<file path="src/verilog/mips_consts.svh">
`ifndef MIPS_CONSTS_SVH
`define MIPS_CONSTS_SVH

// first fetch address after reset
`define RESET_PC 32'h0000_0000

`define XLEN 32     // data and address width
`define REG_AW 5    // 32 architectural registers

`endif

</file>
<file path="src/verilog/mipsPkg.sv">
`include "mips_consts.svh"

package mipsPkg;

    // primary opcode field, instr[31:26]
    typedef enum logic [5:0] {
        OP_SPECIAL = 6'b000000,
        OP_J       = 6'b000010,
        OP_BEQ     = 6'b000100,
        OP_BNE     = 6'b000101,
        OP_ADDIU   = 6'b001001,
        OP_LW      = 6'b100011,
        OP_SW      = 6'b101011
    } opcodeT;

    typedef enum logic [2:0] {
        ALU_ADD = 3'd0,
        ALU_SUB = 3'd1,
        ALU_AND = 3'd2,
        ALU_OR  = 3'd3,
        ALU_SLT = 3'd4
    } aluOpT;

    // operand source in EX
    typedef enum logic [1:0] {
        FWD_RF = 2'd0,
        FWD_M  = 2'd1,
        FWD_W  = 2'd2
    } fwdSelT;

    typedef struct packed {
        logic  regWrite;
        logic  regDstRd;    // rd is the destination, else rt
        logic  aluSrcImm;
        logic  memRead;
        logic  memWrite;
        logic  branchEq;
        logic  branchNe;
        logic  jump;
        aluOpT aluOp;
    } ctrlT;

    typedef struct packed {
        ctrlT               ctrl;
        logic [`XLEN-1:0]   pcPlus4;
        logic [`XLEN-1:0]   rd1;
        logic [`XLEN-1:0]   rd2;
        logic [`REG_AW-1:0] rs;
        logic [`REG_AW-1:0] rt;
        logic [`REG_AW-1:0] dst;
        logic [`XLEN-1:0]   imm;        // sign extended
        logic [`XLEN-1:0]   jumpTarget;
    } idExT;

    typedef struct packed {
        logic               regWrite;
        logic               memRead;
        logic               memWrite;
        logic [`XLEN-1:0]   aluOut;     // also the memory address
        logic [`XLEN-1:0]   storeData;
        logic [`REG_AW-1:0] dst;
    } exMemT;

    typedef struct packed {
        logic               regWrite;
        logic [`REG_AW-1:0] dst;
        logic [`XLEN-1:0]   result;
    } memWbT;

endpackage

</file>
<file path="src/verilog/alu.sv">
`timescale 1ns/100ps
`include "mips_consts.svh"

module alu (
    input  logic [`XLEN-1:0] a_i,
    input  logic [`XLEN-1:0] b_i,
    input  mipsPkg::aluOpT   op_i,
    output logic [`XLEN-1:0] result_o,
    output logic             zero_o
);

    always_comb begin
        case (op_i)
            mipsPkg::ALU_ADD: result_o = a_i + b_i;     // wraps, no overflow trap
            mipsPkg::ALU_SUB: result_o = a_i - b_i;
            mipsPkg::ALU_AND: result_o = a_i & b_i;
            mipsPkg::ALU_OR:  result_o = a_i | b_i;
            mipsPkg::ALU_SLT: result_o = {{(`XLEN-1){1'b0}}, $signed(a_i) < $signed(b_i)};
            default:          result_o = '0;
        endcase
    end

    // beq/bne look only at this
    assign zero_o = (result_o == '0);

endmodule

</file>
<file path="src/verilog/regFile.sv">
`timescale 1ns/100ps
`include "mips_consts.svh"

module regFile (
    input  logic               clk_i,
    input  logic [`REG_AW-1:0] raddr1_i,
    input  logic [`REG_AW-1:0] raddr2_i,
    output logic [`XLEN-1:0]   rdata1_o,
    output logic [`XLEN-1:0]   rdata2_o,
    input  logic               we_i,
    input  logic [`REG_AW-1:0] waddr_i,
    input  logic [`XLEN-1:0]   wdata_i
);

    logic [`XLEN-1:0] regs [0:(1<<`REG_AW)-1];

    // W write is visible to D in the same cycle
    function automatic logic [`XLEN-1:0] readPort(input logic [`REG_AW-1:0] addr);
        if (addr == '0)
            return '0;
        if (we_i && waddr_i == addr)
            return wdata_i;
        return regs[addr];
    endfunction

    always_comb begin
        rdata1_o = readPort(raddr1_i);
        rdata2_o = readPort(raddr2_i);
    end

    always_ff @(posedge clk_i) begin
        if (we_i && waddr_i != '0)
            regs[waddr_i] <= wdata_i;
    end

endmodule

</file>
<file path="src/verilog/mainDecoder.sv">
`timescale 1ns/100ps

module mainDecoder (
    input  logic [31:0]   instrD_i,
    output mipsPkg::ctrlT ctrlD_o
);

    mipsPkg::opcodeT opcode;
    logic [5:0]      funct;

    assign opcode = mipsPkg::opcodeT'(instrD_i[31:26]);
    assign funct  = instrD_i[5:0];

    always_comb begin
        ctrlD_o = '0;   // anything unknown is a no-op
        case (opcode)
            mipsPkg::OP_SPECIAL: begin
                ctrlD_o.regWrite = 1'b1;
                ctrlD_o.regDstRd = 1'b1;
                case (funct)
                    6'h21:   ctrlD_o.aluOp = mipsPkg::ALU_ADD;  // addu
                    6'h23:   ctrlD_o.aluOp = mipsPkg::ALU_SUB;  // subu
                    6'h24:   ctrlD_o.aluOp = mipsPkg::ALU_AND;
                    6'h25:   ctrlD_o.aluOp = mipsPkg::ALU_OR;
                    6'h2a:   ctrlD_o.aluOp = mipsPkg::ALU_SLT;
                    default: ctrlD_o = '0;  // incl. sll $0 nop
                endcase
            end
            mipsPkg::OP_ADDIU: begin
                ctrlD_o.regWrite  = 1'b1;
                ctrlD_o.aluSrcImm = 1'b1;
            end
            mipsPkg::OP_LW: begin
                ctrlD_o.regWrite  = 1'b1;
                ctrlD_o.aluSrcImm = 1'b1;
                ctrlD_o.memRead   = 1'b1;
            end
            mipsPkg::OP_SW: begin
                ctrlD_o.aluSrcImm = 1'b1;
                ctrlD_o.memWrite  = 1'b1;
            end
            // compare through subtract and the zero flag
            mipsPkg::OP_BEQ: begin
                ctrlD_o.branchEq = 1'b1;
                ctrlD_o.aluOp    = mipsPkg::ALU_SUB;
            end
            mipsPkg::OP_BNE: begin
                ctrlD_o.branchNe = 1'b1;
                ctrlD_o.aluOp    = mipsPkg::ALU_SUB;
            end
            mipsPkg::OP_J:   ctrlD_o.jump = 1'b1;
            default:         ctrlD_o = '0;
        endcase
    end

endmodule

</file>
<file path="src/verilog/hazardUnit.sv">
`timescale 1ns/100ps
`include "mips_consts.svh"

module hazardUnit (
    input  logic [`REG_AW-1:0] rsD_i, rtD_i, rsE_i, rtE_i,
    input  logic [`REG_AW-1:0] dstE_i, dstM_i, dstW_i,
    input  logic               regWriteE_i, regWriteM_i, regWriteW_i,
    input  logic               memReadE_i,
    input  logic               redirectE_i,
    input  logic               dCacheStall_i,
    output logic               stallF_o, stallD_o, stallAll_o,
    output logic               flushD_o, flushE_o,
    output mipsPkg::fwdSelT    fwdA_o, fwdB_o
);

    logic loadUse;

    // newest producer first, $0 never forwarded
    function automatic mipsPkg::fwdSelT pickSrc(
        input logic [`REG_AW-1:0] src,
        input logic [`REG_AW-1:0] dstM,
        input logic               wrM,
        input logic [`REG_AW-1:0] dstW,
        input logic               wrW
    );
        if (wrM && dstM != '0 && dstM == src)
            return mipsPkg::FWD_M;
        if (wrW && dstW != '0 && dstW == src)
            return mipsPkg::FWD_W;
        return mipsPkg::FWD_RF;
    endfunction

    assign loadUse = memReadE_i && regWriteE_i && dstE_i != '0 &&
                     (dstE_i == rsD_i || dstE_i == rtD_i);

    always_comb begin
        fwdA_o = pickSrc(rsE_i, dstM_i, regWriteM_i, dstW_i, regWriteW_i);
        fwdB_o = pickSrc(rtE_i, dstM_i, regWriteM_i, dstW_i, regWriteW_i);
    end

    always_comb begin
        stallAll_o = dCacheStall_i;
        stallF_o   = 1'b0;
        stallD_o   = 1'b0;
        flushD_o   = 1'b0;
        flushE_o   = 1'b0;
        if (dCacheStall_i) begin
            stallF_o = 1'b1;    // whole pipe frozen
            stallD_o = 1'b1;
        end else if (redirectE_i) begin
            flushD_o = 1'b1;    // drop both wrong-path fetches
            flushE_o = 1'b1;
        end else if (loadUse) begin
            stallF_o = 1'b1;
            stallD_o = 1'b1;
            flushE_o = 1'b1;    // one bubble behind the load
        end
    end

endmodule

</file>
<file path="src/verilog/datapath.sv">
`timescale 1ns/100ps
`include "mips_consts.svh"

module datapath (
    input  logic               clk_i,
    input  logic               rstN_i,
    // fetch
    output logic [`XLEN-1:0]   instAddr_o,
    output logic               instEn_o,
    input  logic [31:0]        instr_i,
    // data memory driven from M
    output logic               memEn_o,
    output logic [`XLEN-1:0]   memAddr_o,
    input  logic [`XLEN-1:0]   memRdata_i,
    output logic [3:0]         memWen_o,
    output logic [`XLEN-1:0]   memWdata_o,
    // decoder
    input  mipsPkg::ctrlT      ctrlD_i,
    output logic [31:0]        instrD_o,
    // hazard unit
    output logic [`REG_AW-1:0] rsD_o, rtD_o, rsE_o, rtE_o,
    output logic [`REG_AW-1:0] dstE_o, dstM_o, dstW_o,
    output logic               regWriteE_o, regWriteM_o, regWriteW_o,
    output logic               memReadE_o,
    output logic               redirectE_o,
    input  logic               stallF_i, stallD_i, stallAll_i,
    input  logic               flushD_i, flushE_i,
    input  mipsPkg::fwdSelT    fwdA_i, fwdB_i
);

    logic [`XLEN-1:0]   pcF, pcPlus4F;
    logic [31:0]        instrD;
    logic [`XLEN-1:0]   pcPlus4D;
    logic [`REG_AW-1:0] rdD;
    logic [`XLEN-1:0]   rd1D, rd2D;
    mipsPkg::idExT      idExD;      // next id/ex contents
    mipsPkg::idExT      idEx;
    logic [`XLEN-1:0]   srcAE, rtValueE, srcBE, aluOutE, targetE;
    logic               zeroE;
    mipsPkg::exMemT     exMem;
    logic [`XLEN-1:0]   resultM;
    mipsPkg::memWbT     memWb;

    function automatic logic [`XLEN-1:0] fwdMux(
        input mipsPkg::fwdSelT  sel,
        input logic [`XLEN-1:0] rf,
        input logic [`XLEN-1:0] m,
        input logic [`XLEN-1:0] w
    );
        case (sel)
            mipsPkg::FWD_M: return m;
            mipsPkg::FWD_W: return w;
            default:        return rf;
        endcase
    endfunction

    // IF
    assign pcPlus4F   = pcF + 32'd4;
    assign instAddr_o = pcF;
    assign instEn_o   = rstN_i & ~stallF_i;    // no fetch in reset or while held

    always_ff @(posedge clk_i) begin
        if (!rstN_i) begin
            pcF <= `RESET_PC;
        end else if (redirectE_o && !stallAll_i) begin
            pcF <= targetE;     // taken branch or j resolved in EX
        end else if (!stallF_i) begin
            pcF <= pcPlus4F;
        end
    end

    always_ff @(posedge clk_i) begin
        if (!rstN_i || flushD_i) begin
            instrD   <= '0;         // all-zero word decodes as nop
            pcPlus4D <= '0;
        end else if (!stallD_i) begin
            instrD   <= instr_i;
            pcPlus4D <= pcPlus4F;
        end
    end

    // ID
    assign instrD_o = instrD;
    assign rsD_o    = instrD[25:21];
    assign rtD_o    = instrD[20:16];
    assign rdD      = instrD[15:11];

    regFile regFile0 (
        .clk_i(clk_i),
        .raddr1_i(rsD_o), .raddr2_i(rtD_o),
        .rdata1_o(rd1D), .rdata2_o(rd2D),
        .we_i(memWb.regWrite), .waddr_i(memWb.dst), .wdata_i(memWb.result)
    );

    always_comb begin
        idExD.ctrl       = ctrlD_i;
        idExD.pcPlus4    = pcPlus4D;
        idExD.rd1        = rd1D;
        idExD.rd2        = rd2D;
        idExD.rs         = rsD_o;
        idExD.rt         = rtD_o;
        idExD.dst        = ctrlD_i.regDstRd ? rdD : rtD_o;
        idExD.imm        = {{16{instrD[15]}}, instrD[15:0]};
        idExD.jumpTarget = {pcPlus4D[31:28], instrD[25:0], 2'b00};
    end

    always_ff @(posedge clk_i) begin
        if (!rstN_i)
            idEx <= '0;
        else if (!stallAll_i) begin
            if (flushE_i)
                idEx <= '0;
            else
                idEx <= idExD;
        end
    end

    // EX
    assign srcAE    = fwdMux(fwdA_i, idEx.rd1, resultM, memWb.result);
    assign rtValueE = fwdMux(fwdB_i, idEx.rd2, resultM, memWb.result);
    assign srcBE    = idEx.ctrl.aluSrcImm ? idEx.imm : rtValueE;

    alu alu0 (
        .a_i(srcAE), .b_i(srcBE), .op_i(idEx.ctrl.aluOp),
        .result_o(aluOutE), .zero_o(zeroE)
    );

    assign redirectE_o = idEx.ctrl.jump | (idEx.ctrl.branchEq & zeroE) |
                         (idEx.ctrl.branchNe & ~zeroE);
    assign targetE = idEx.ctrl.jump ? idEx.jumpTarget
                                    : idEx.pcPlus4 + {idEx.imm[29:0], 2'b00};

    assign rsE_o       = idEx.rs;
    assign rtE_o       = idEx.rt;
    assign dstE_o      = idEx.dst;
    assign regWriteE_o = idEx.ctrl.regWrite;
    assign memReadE_o  = idEx.ctrl.memRead;

    always_ff @(posedge clk_i) begin
        if (!rstN_i) begin
            exMem <= '0;
        end else if (!stallAll_i) begin
            exMem.regWrite  <= idEx.ctrl.regWrite;
            exMem.memRead   <= idEx.ctrl.memRead;
            exMem.memWrite  <= idEx.ctrl.memWrite;
            exMem.aluOut    <= aluOutE;
            exMem.storeData <= rtValueE;    // forwarded rt
            exMem.dst       <= idEx.dst;
        end
    end

    // MEM outputs hold while exMem is frozen
    assign memEn_o     = exMem.memRead | exMem.memWrite;
    assign memAddr_o   = exMem.aluOut;
    assign memWen_o    = {4{exMem.memWrite}};  // word stores only
    assign memWdata_o  = exMem.storeData;
    assign resultM     = exMem.memRead ? memRdata_i : exMem.aluOut;
    assign dstM_o      = exMem.dst;
    assign regWriteM_o = exMem.regWrite;

    always_ff @(posedge clk_i) begin
        if (!rstN_i) begin
            memWb <= '0;
        end else if (!stallAll_i) begin
            memWb.regWrite <= exMem.regWrite;
            memWb.dst      <= exMem.dst;
            memWb.result   <= resultM;
        end
    end

    // WB
    assign dstW_o      = memWb.dst;
    assign regWriteW_o = memWb.regWrite;

endmodule

</file>
<file path="src/verilog/mipsCore.sv">
`timescale 1ns/100ps
`include "mips_consts.svh"

module mipsCore (
    input  logic             clk_i,
    input  logic             rstN_i,
    output logic [`XLEN-1:0] instAddr_o,
    output logic             instEn_o,
    input  logic [31:0]      instr_i,
    output logic             memEn_o,
    output logic [`XLEN-1:0] memAddr_o,
    input  logic [`XLEN-1:0] memRdata_i,
    output logic [3:0]       memWen_o,
    output logic [`XLEN-1:0] memWdata_o,
    input  logic             dCacheStall_i
);

    logic [31:0]        instrD;
    mipsPkg::ctrlT      ctrlD;
    logic [`REG_AW-1:0] rsD, rtD, rsE, rtE, dstE, dstM, dstW;
    logic               regWriteE, regWriteM, regWriteW, memReadE, redirectE;
    logic               stallF, stallD, stallAll, flushD, flushE;
    mipsPkg::fwdSelT    fwdA, fwdB;

    datapath datapath0 (
        .clk_i(clk_i), .rstN_i(rstN_i),
        .instAddr_o(instAddr_o), .instEn_o(instEn_o), .instr_i(instr_i),
        .memEn_o(memEn_o), .memAddr_o(memAddr_o), .memRdata_i(memRdata_i),
        .memWen_o(memWen_o), .memWdata_o(memWdata_o),
        .ctrlD_i(ctrlD), .instrD_o(instrD),
        .rsD_o(rsD), .rtD_o(rtD), .rsE_o(rsE), .rtE_o(rtE),
        .dstE_o(dstE), .dstM_o(dstM), .dstW_o(dstW),
        .regWriteE_o(regWriteE), .regWriteM_o(regWriteM), .regWriteW_o(regWriteW),
        .memReadE_o(memReadE), .redirectE_o(redirectE),
        .stallF_i(stallF), .stallD_i(stallD), .stallAll_i(stallAll),
        .flushD_i(flushD), .flushE_i(flushE),
        .fwdA_i(fwdA), .fwdB_i(fwdB)
    );

    mainDecoder mainDecoder0 (
        .instrD_i(instrD),
        .ctrlD_o(ctrlD)
    );

    hazardUnit hazardUnit0 (
        .rsD_i(rsD), .rtD_i(rtD), .rsE_i(rsE), .rtE_i(rtE),
        .dstE_i(dstE), .dstM_i(dstM), .dstW_i(dstW),
        .regWriteE_i(regWriteE), .regWriteM_i(regWriteM), .regWriteW_i(regWriteW),
        .memReadE_i(memReadE), .redirectE_i(redirectE),
        .dCacheStall_i(dCacheStall_i),
        .stallF_o(stallF), .stallD_o(stallD), .stallAll_o(stallAll),
        .flushD_o(flushD), .flushE_o(flushE),
        .fwdA_o(fwdA), .fwdB_o(fwdB)
    );

endmodule

</file>
<file path="config.mk">
export PLATFORM = sky130hd
export DESIGN_NAME = mipsCore
export DESIGN_NICKNAME = d
export VERILOG_FILES = /design/src/verilog/mipsPkg.sv /design/src/verilog/alu.sv /design/src/verilog/regFile.sv /design/src/verilog/mainDecoder.sv /design/src/verilog/hazardUnit.sv /design/src/verilog/datapath.sv /design/src/verilog/mipsCore.sv
export VERILOG_INCLUDE_DIRS = /design/src /design/src/verilog
export SDC_FILE = /design/constraint.sdc
export NUM_CORES = 2
export LEC_CHECK = 0
export ABC_CLOCK_PERIOD_IN_PS = 6250
export BUFFER_PORTS_ARGS = -buffer_cell sky130_fd_sc_hd__buf_2
export CAP_MARGIN = 20
export CORE_MARGIN = 1.5
export CORE_UTILIZATION = 45
export DETAILED_ROUTE_END_ITERATION = 10
export SYNTH_ARGS = -nofsm -noshare
export SYNTH_HDL_FRONTEND = slang
export SYNTH_SLANG_ARGS = --single-unit
</file>
<file path="constraint.sdc">
create_clock -name clk_i -period 6.25 [get_ports clk_i]
set_clock_uncertainty 0.05 [all_clocks]
set_input_delay 0.625 -clock clk_i [delete_from_list [all_inputs] [get_ports clk_i]]
set_output_delay 0.625 -clock clk_i [all_outputs]
set_load 0.02 [all_outputs]
</file>
==> impl_metrics.prom <==
# TYPE chip_impl_metric gauge
chip_impl_metric{name="period_share",unit="%"} 115
chip_impl_metric{name="finalWorstPathRequiredPeriod",unit="ns"} 7.20
chip_impl_info{name="timing.critical_path.from_type",value="register"} 1
chip_impl_metric{name="detail_route.wl_per_cell",unit="um"} 28.2
chip_impl_metric{name="finalCoreUtilization",unit="%"} 53.8
chip_impl_metric{name="p_int",unit="mW"} 16.4
chip_impl_metric{name="synth-seq-cells",unit=""} 1377
chip_impl_metric{name="worst_slew_pin_slew",unit="ns"} 1.08
chip_impl_metric{name="postLayoutSetupSlackWorst",unit="ns"} -0.954
chip_impl_metric{name="max_cap_check_violation_count",unit=""} 0
chip_impl_metric{name="yosysUniqueCellTypes",unit=""} 88
chip_impl_metric{name="cts-buffers-inserted",unit=""} 149
chip_impl_metric{name="layout-drive-gt1-share",unit="%"} 31.9
chip_impl_metric{name="slack_of_the_worst_reg_to_reg_path",unit="ns"} -0.29
chip_impl_metric{name="finalMaxSlewViolations",unit=""} 0
chip_impl_metric{name="max_freq",unit="GHz"} 0.139
chip_impl_metric{name="fill_cells",unit=""} 12600
chip_impl_metric{name="rows",unit=""} 144
chip_impl_info{name="cts.root.buffer_cell",value="clkbuf_16"} 1
chip_impl_metric{name="comb_power_share",unit="%"} 13.6
chip_impl_metric{name="timing.final.hold_violations",unit=""} 0
chip_impl_metric{name="wirelength",unit="um"} 219000
chip_impl_metric{name="fin_cells",unit=""} 7751
chip_impl_metric{name="seq_area_frac_synth",unit="%"} 53.7
chip_impl_metric{name="power_per_cell_area",unit="nW/um^2"} 263
chip_impl_metric{name="die_area",unit="sq um"} 159000
chip_impl_metric{name="gpl.final_weighted_congestion",unit=""} 0.991
chip_impl_metric{name="power.share.sequential",unit="%"} 45.9
chip_impl_info{name="mostFrequentLayoutCell",value="edfxtp_1"} 1
chip_impl_metric{name="min_delay_path_depth",unit=""} 3
chip_impl_info{name="r2r-end",value="datapath0.idEx[181]"} 1
chip_impl_metric{name="cp_max_fo",unit=""} 10
chip_impl_metric{name="vdd_drop_max",unit="uV"} 194
chip_impl_info{name="setup.worst_path.end_class",value="primary output"} 1
chip_impl_metric{name="grtUsageTotal",unit="%"} 27.2
chip_impl_metric{name="synth_enable_flop_cells",unit=""} 1024
chip_impl_metric{name="initial_antenna_violation_count",unit=""} 4
chip_impl_metric{name="place_hpwl",unit="um"} 141000
chip_impl_info{name="cts_tree",value="yes"} 1
chip_impl_metric{name="portBuffers",unit=""} 168
chip_impl_metric{name="design.portCount",unit=""} 169
chip_impl_metric{name="synthesis.area",unit="sq um"} 70400
chip_impl_metric{name="diodes_inserted",unit=""} 0
chip_impl_metric{name="synthesis.area_per_instance",unit="sq um"} 13.9
chip_impl_info{name="critical_path.cell_chain",value="or3_4 > o31ai_4 > nor4_4 > buf_6 > buf_12 > buf_4 > a211oi_1 > a21oi_1 > mux2_2 > ha_2 > nor3b_1 > o31ai_2 > a32o_1 > o21bai_1 > a21oi_1 > o22ai_1 > a211o_1 > or4_1 > nor4_2 > buf_4 > a41o_1 > nor2_2 > a21oi_2 > buf_6"} 1
chip_impl_info{name="failed_checks",value="setup timing"} 1
chip_impl_metric{name="numPlacedInstances",unit=""} 7434
chip_impl_metric{name="overflow_left_after_global_routing",unit=""} 0
chip_impl_info{name="whs_endpoint",value="datapath0.instrD_o[10]"} 1
chip_impl_metric{name="grt_max_degree",unit=""} 84
chip_impl_metric{name="via_count_of_the_first_global_routing_pass",unit=""} 46800
chip_impl_metric{name="cp_slowest_stage_delay",unit="ns"} 0.46
chip_impl_metric{name="swShare",unit="%"} 25.1
chip_impl_metric{name="yosys.area.top_type_share",unit="%"} 43.7
chip_impl_metric{name="netlist_instances",unit=""} 5062
chip_impl_info{name="worst_hold_path_type",value="input pin to register"} 1
chip_impl_metric{name="cts.sink_count",unit=""} 1377
chip_impl_metric{name="area_growth_syn_to_layout",unit="%"} 18.2
chip_impl_info{name="layout_common_cells",value="1024 x edfxtp_1, 640 x mux4_2, 539 x buf_4, 444 x nor2_1, 349 x a21oi_1"} 1
chip_impl_info{name="crit_path_kind",value="register to primary output"} 1
chip_impl_metric{name="core_area",unit="sq um"} 155000
chip_impl_metric{name="cell_depth_of_the_worst_flop_to_flop_path",unit=""} 29
chip_impl_info{name="status",value="finished with violations"} 1
chip_impl_metric{name="dieHeight",unit="um"} 399
chip_impl_metric{name="htreeDepth",unit=""} 4
chip_impl_metric{name="finalSetupViolCount",unit=""} 221
chip_impl_info{name="cpMaxStageDelayCell",value="ha_2"} 1
chip_impl_metric{name="overall_die_width",unit="um"} 399
chip_impl_metric{name="routed_via_density",unit=""} 6.16
chip_impl_metric{name="maxSlewHeadroom",unit="%"} 28.0
chip_impl_metric{name="clkSlewWorstSetupHoldPaths",unit="ns"} 0.06
chip_impl_info{name="worstSetupStartpoint",value="datapath0.dstW_o[2]"} 1
chip_impl_metric{name="async_flop_share",unit="%"} 0
chip_impl_metric{name="route.detailed.drc",unit=""} 0
chip_impl_info{name="rsz0062_at_grt",value="true"} 1
chip_impl_info{name="synthDominantAreaCellType",value="edfxtp_1"} 1
chip_impl_metric{name="clk-insertion-delay-late",unit="ns"} 0.81
chip_impl_metric{name="ys_warn_count",unit=""} 0
chip_impl_info{name="cell_types_occupying_the_most_area_after_synthesis",value="edfxtp_1 44%, mux4_2 20%, dfxtp_1 10%, mux2i_1 3.3%, a21oi_1 2.6%"} 1
chip_impl_metric{name="final_net_count",unit=""} 5790
chip_impl_metric{name="floorplan.initialDensity",unit="%"} 45.5
chip_impl_metric{name="drt_pass1_iterations",unit=""} 6
chip_impl_metric{name="power_switching",unit="mW"} 5.49
chip_impl_info{name="synth_flop_cell",value="edfxtp_1"} 1
chip_impl_info{name="hold_path_startpoint",value="instr_i[10]"} 1
chip_impl_metric{name="cts-root-to-sink-buffers",unit=""} 3
chip_impl_info{name="timing.rr.start",value="datapath0.dstW_o[2]"} 1
chip_impl_metric{name="ant_nets",unit=""} 0
chip_impl_metric{name="share_clk_of_total_power",unit="%"} 40.5
chip_impl_metric{name="cp.arrival",unit="ns"} 6.53
chip_impl_metric{name="first_iter_violations",unit=""} 5123
chip_impl_metric{name="worst_ep_required_time",unit="ns"} 5.57
chip_impl_metric{name="p_leak",unit="nW"} 28.8
chip_impl_metric{name="wire_length_of_the_first_global_routing_pass",unit="um"} 317000
chip_impl_metric{name="routed-via-count",unit=""} 47700
-- final cells by class --
| cell class | instances | area, sq um | area share, % |
|---|---|---|---|
| well taps | 2044 | 2560 | 3.07 |
| clock inverters | 78 | 863 | 1.04 |
| flip-flops and latches | 1377 | 37900 | 45.5 |
| clock buffers | 192 | 4000 | 4.81 |
| repair buffers | 789 | 6340 | 7.62 |
| multi-input cells | 3166 | 31200 | 37.5 |
| inverters | 105 | 399 | 0.480 |
-- synthesized netlist by cell type, types with 53 or more instances --
master and instances:
nor3_1 57, nor2b_1 53, nand3_1 53, a21oi_1 368, a211oi_1 98, edfxtp_1 1024
inv_1 104, mux2i_1 229, ha_1 132, o21ai_0 131, mux4_2 640, xnor2_1 80
buf_1 85, buf_4 77, nor2_1 478, clkbuf_1 251, dfxtp_1 353, and3_1 84
nand2_1 270
-- power groups by stage --
stage,Combinational [mW],Sequential (mW),Clock [mW]
after floorplan,1.68,10.2,0
after global placement,2.77,10.2,0
after detailed placement,2.79,10.2,0
after CTS,2.83,10.1,8.99
after global routing,3.16,10.1,9.32
final,2.97,10.1,8.86
-- worst max-delay path, delay by kind of cell (launching register included) --
| family | cells | cell delay [ns] |
|---|---|---|
| simple gates | 6 | 1.36 |
| flops | 1 | 0.33 |
| fa+ha+maj | 1 | 0.46 |
| mux | 1 | 0.32 |
| compound gates | 11 | 2.41 |
| buf+inv | 5 | 0.82 |
-- registers in the layout, indices dropped and copies added, names as in the netlist, named ones only --
register                 count
datapath0.dstM_o             5
datapath0.regWriteE_o        1
datapath0.rsE_o              4
datapath0.regWriteW_o        1
datapath0.instAddr_o        32
datapath0.idEx             122
datapath0.memWen_o           1
datapath0.pcPlus4D          32
datapath0.regWriteM_o        1
datapath0.dstW_o             5
datapath0.memAddr_o         32
datapath0.memReadE_o         1
datapath0.memWdata_o        32
datapath0.memWb             32
datapath0.exMem              1
datapath0.dstE_o             5
datapath0.instrD_o          32
datapath0.rtE_o              4
datapath0.regFile0.regs   1024
-- cell families after synthesis --
| group | Yosys count | share of synthesized area, % |
|---|---|---|
| simple gates | 1127 | 7.27 |
| buf+inv | 550 | 3.40 |
| xor+xnor | 128 | 1.59 |
| other cells | 1 | 0.00533 |
| fa+ha+maj | 135 | 2.43 |
| flops | 1377 | 53.7 |
| mux | 888 | 24.0 |
| compound gates | 856 | 7.53 |
-- worst max path at each step --
stage | endpoint | slack (ns) | cells past startpoint
after floorplan | instEn_o | 0.005 | 21
after global placement | instEn_o | -0.34 | 27
after detailed placement | instEn_o | -0.33 | 26
after CTS | instEn_o | -1.01 | 25
after global routing | instEn_o | -1.15 | 24
final | instEn_o | -0.95 | 24
-- metrics by stage --
stage / power [mW] / TNS [ns] / setup WS (ns) / instance area [sq um] / hold WS, ns
global route: 22.5 / -81.74 / -1.15 / 83200 / 0.0335
detailed placement: 13.0 / -51.63 / -0.335 / 77100 / 0.388
global placement: 13.0 / -50.36 / -0.345 / 77100 / 0.380
CTS: 21.9 / -18.01 / -1.01 / 82200 / 0.00214
floorplan: 11.9 / 0 / 0.00511 / 70600 / 0.367
finish: 21.9 / -37.82 / -0.954 / 83200 / 0.0444
-- timing repair --
| action | CTS | global route |
|---|---|---|
| gates resized for setup | 18 | 131 |
| gates cloned | 1 | 12 |
| hold buffers | 16 | 0 |
| pin swaps | 2 | 8 |
| endpoints found under the setup margin | 241 | 244 |
| buffers inserted | 2 | 15 |
| hold endpoints to repair | 16 | 0 |
-- layer usage --
metal	wire (um)	global-route usage (%)	share of wire, %
met4	7240	8.83	3.3
met1	90600	37.9	41
met2	103000	43.6	47
met5	22	0	0.010
met3	17600	4.51	8.1
Note: power is estimated with default switching activity, not from simulation.
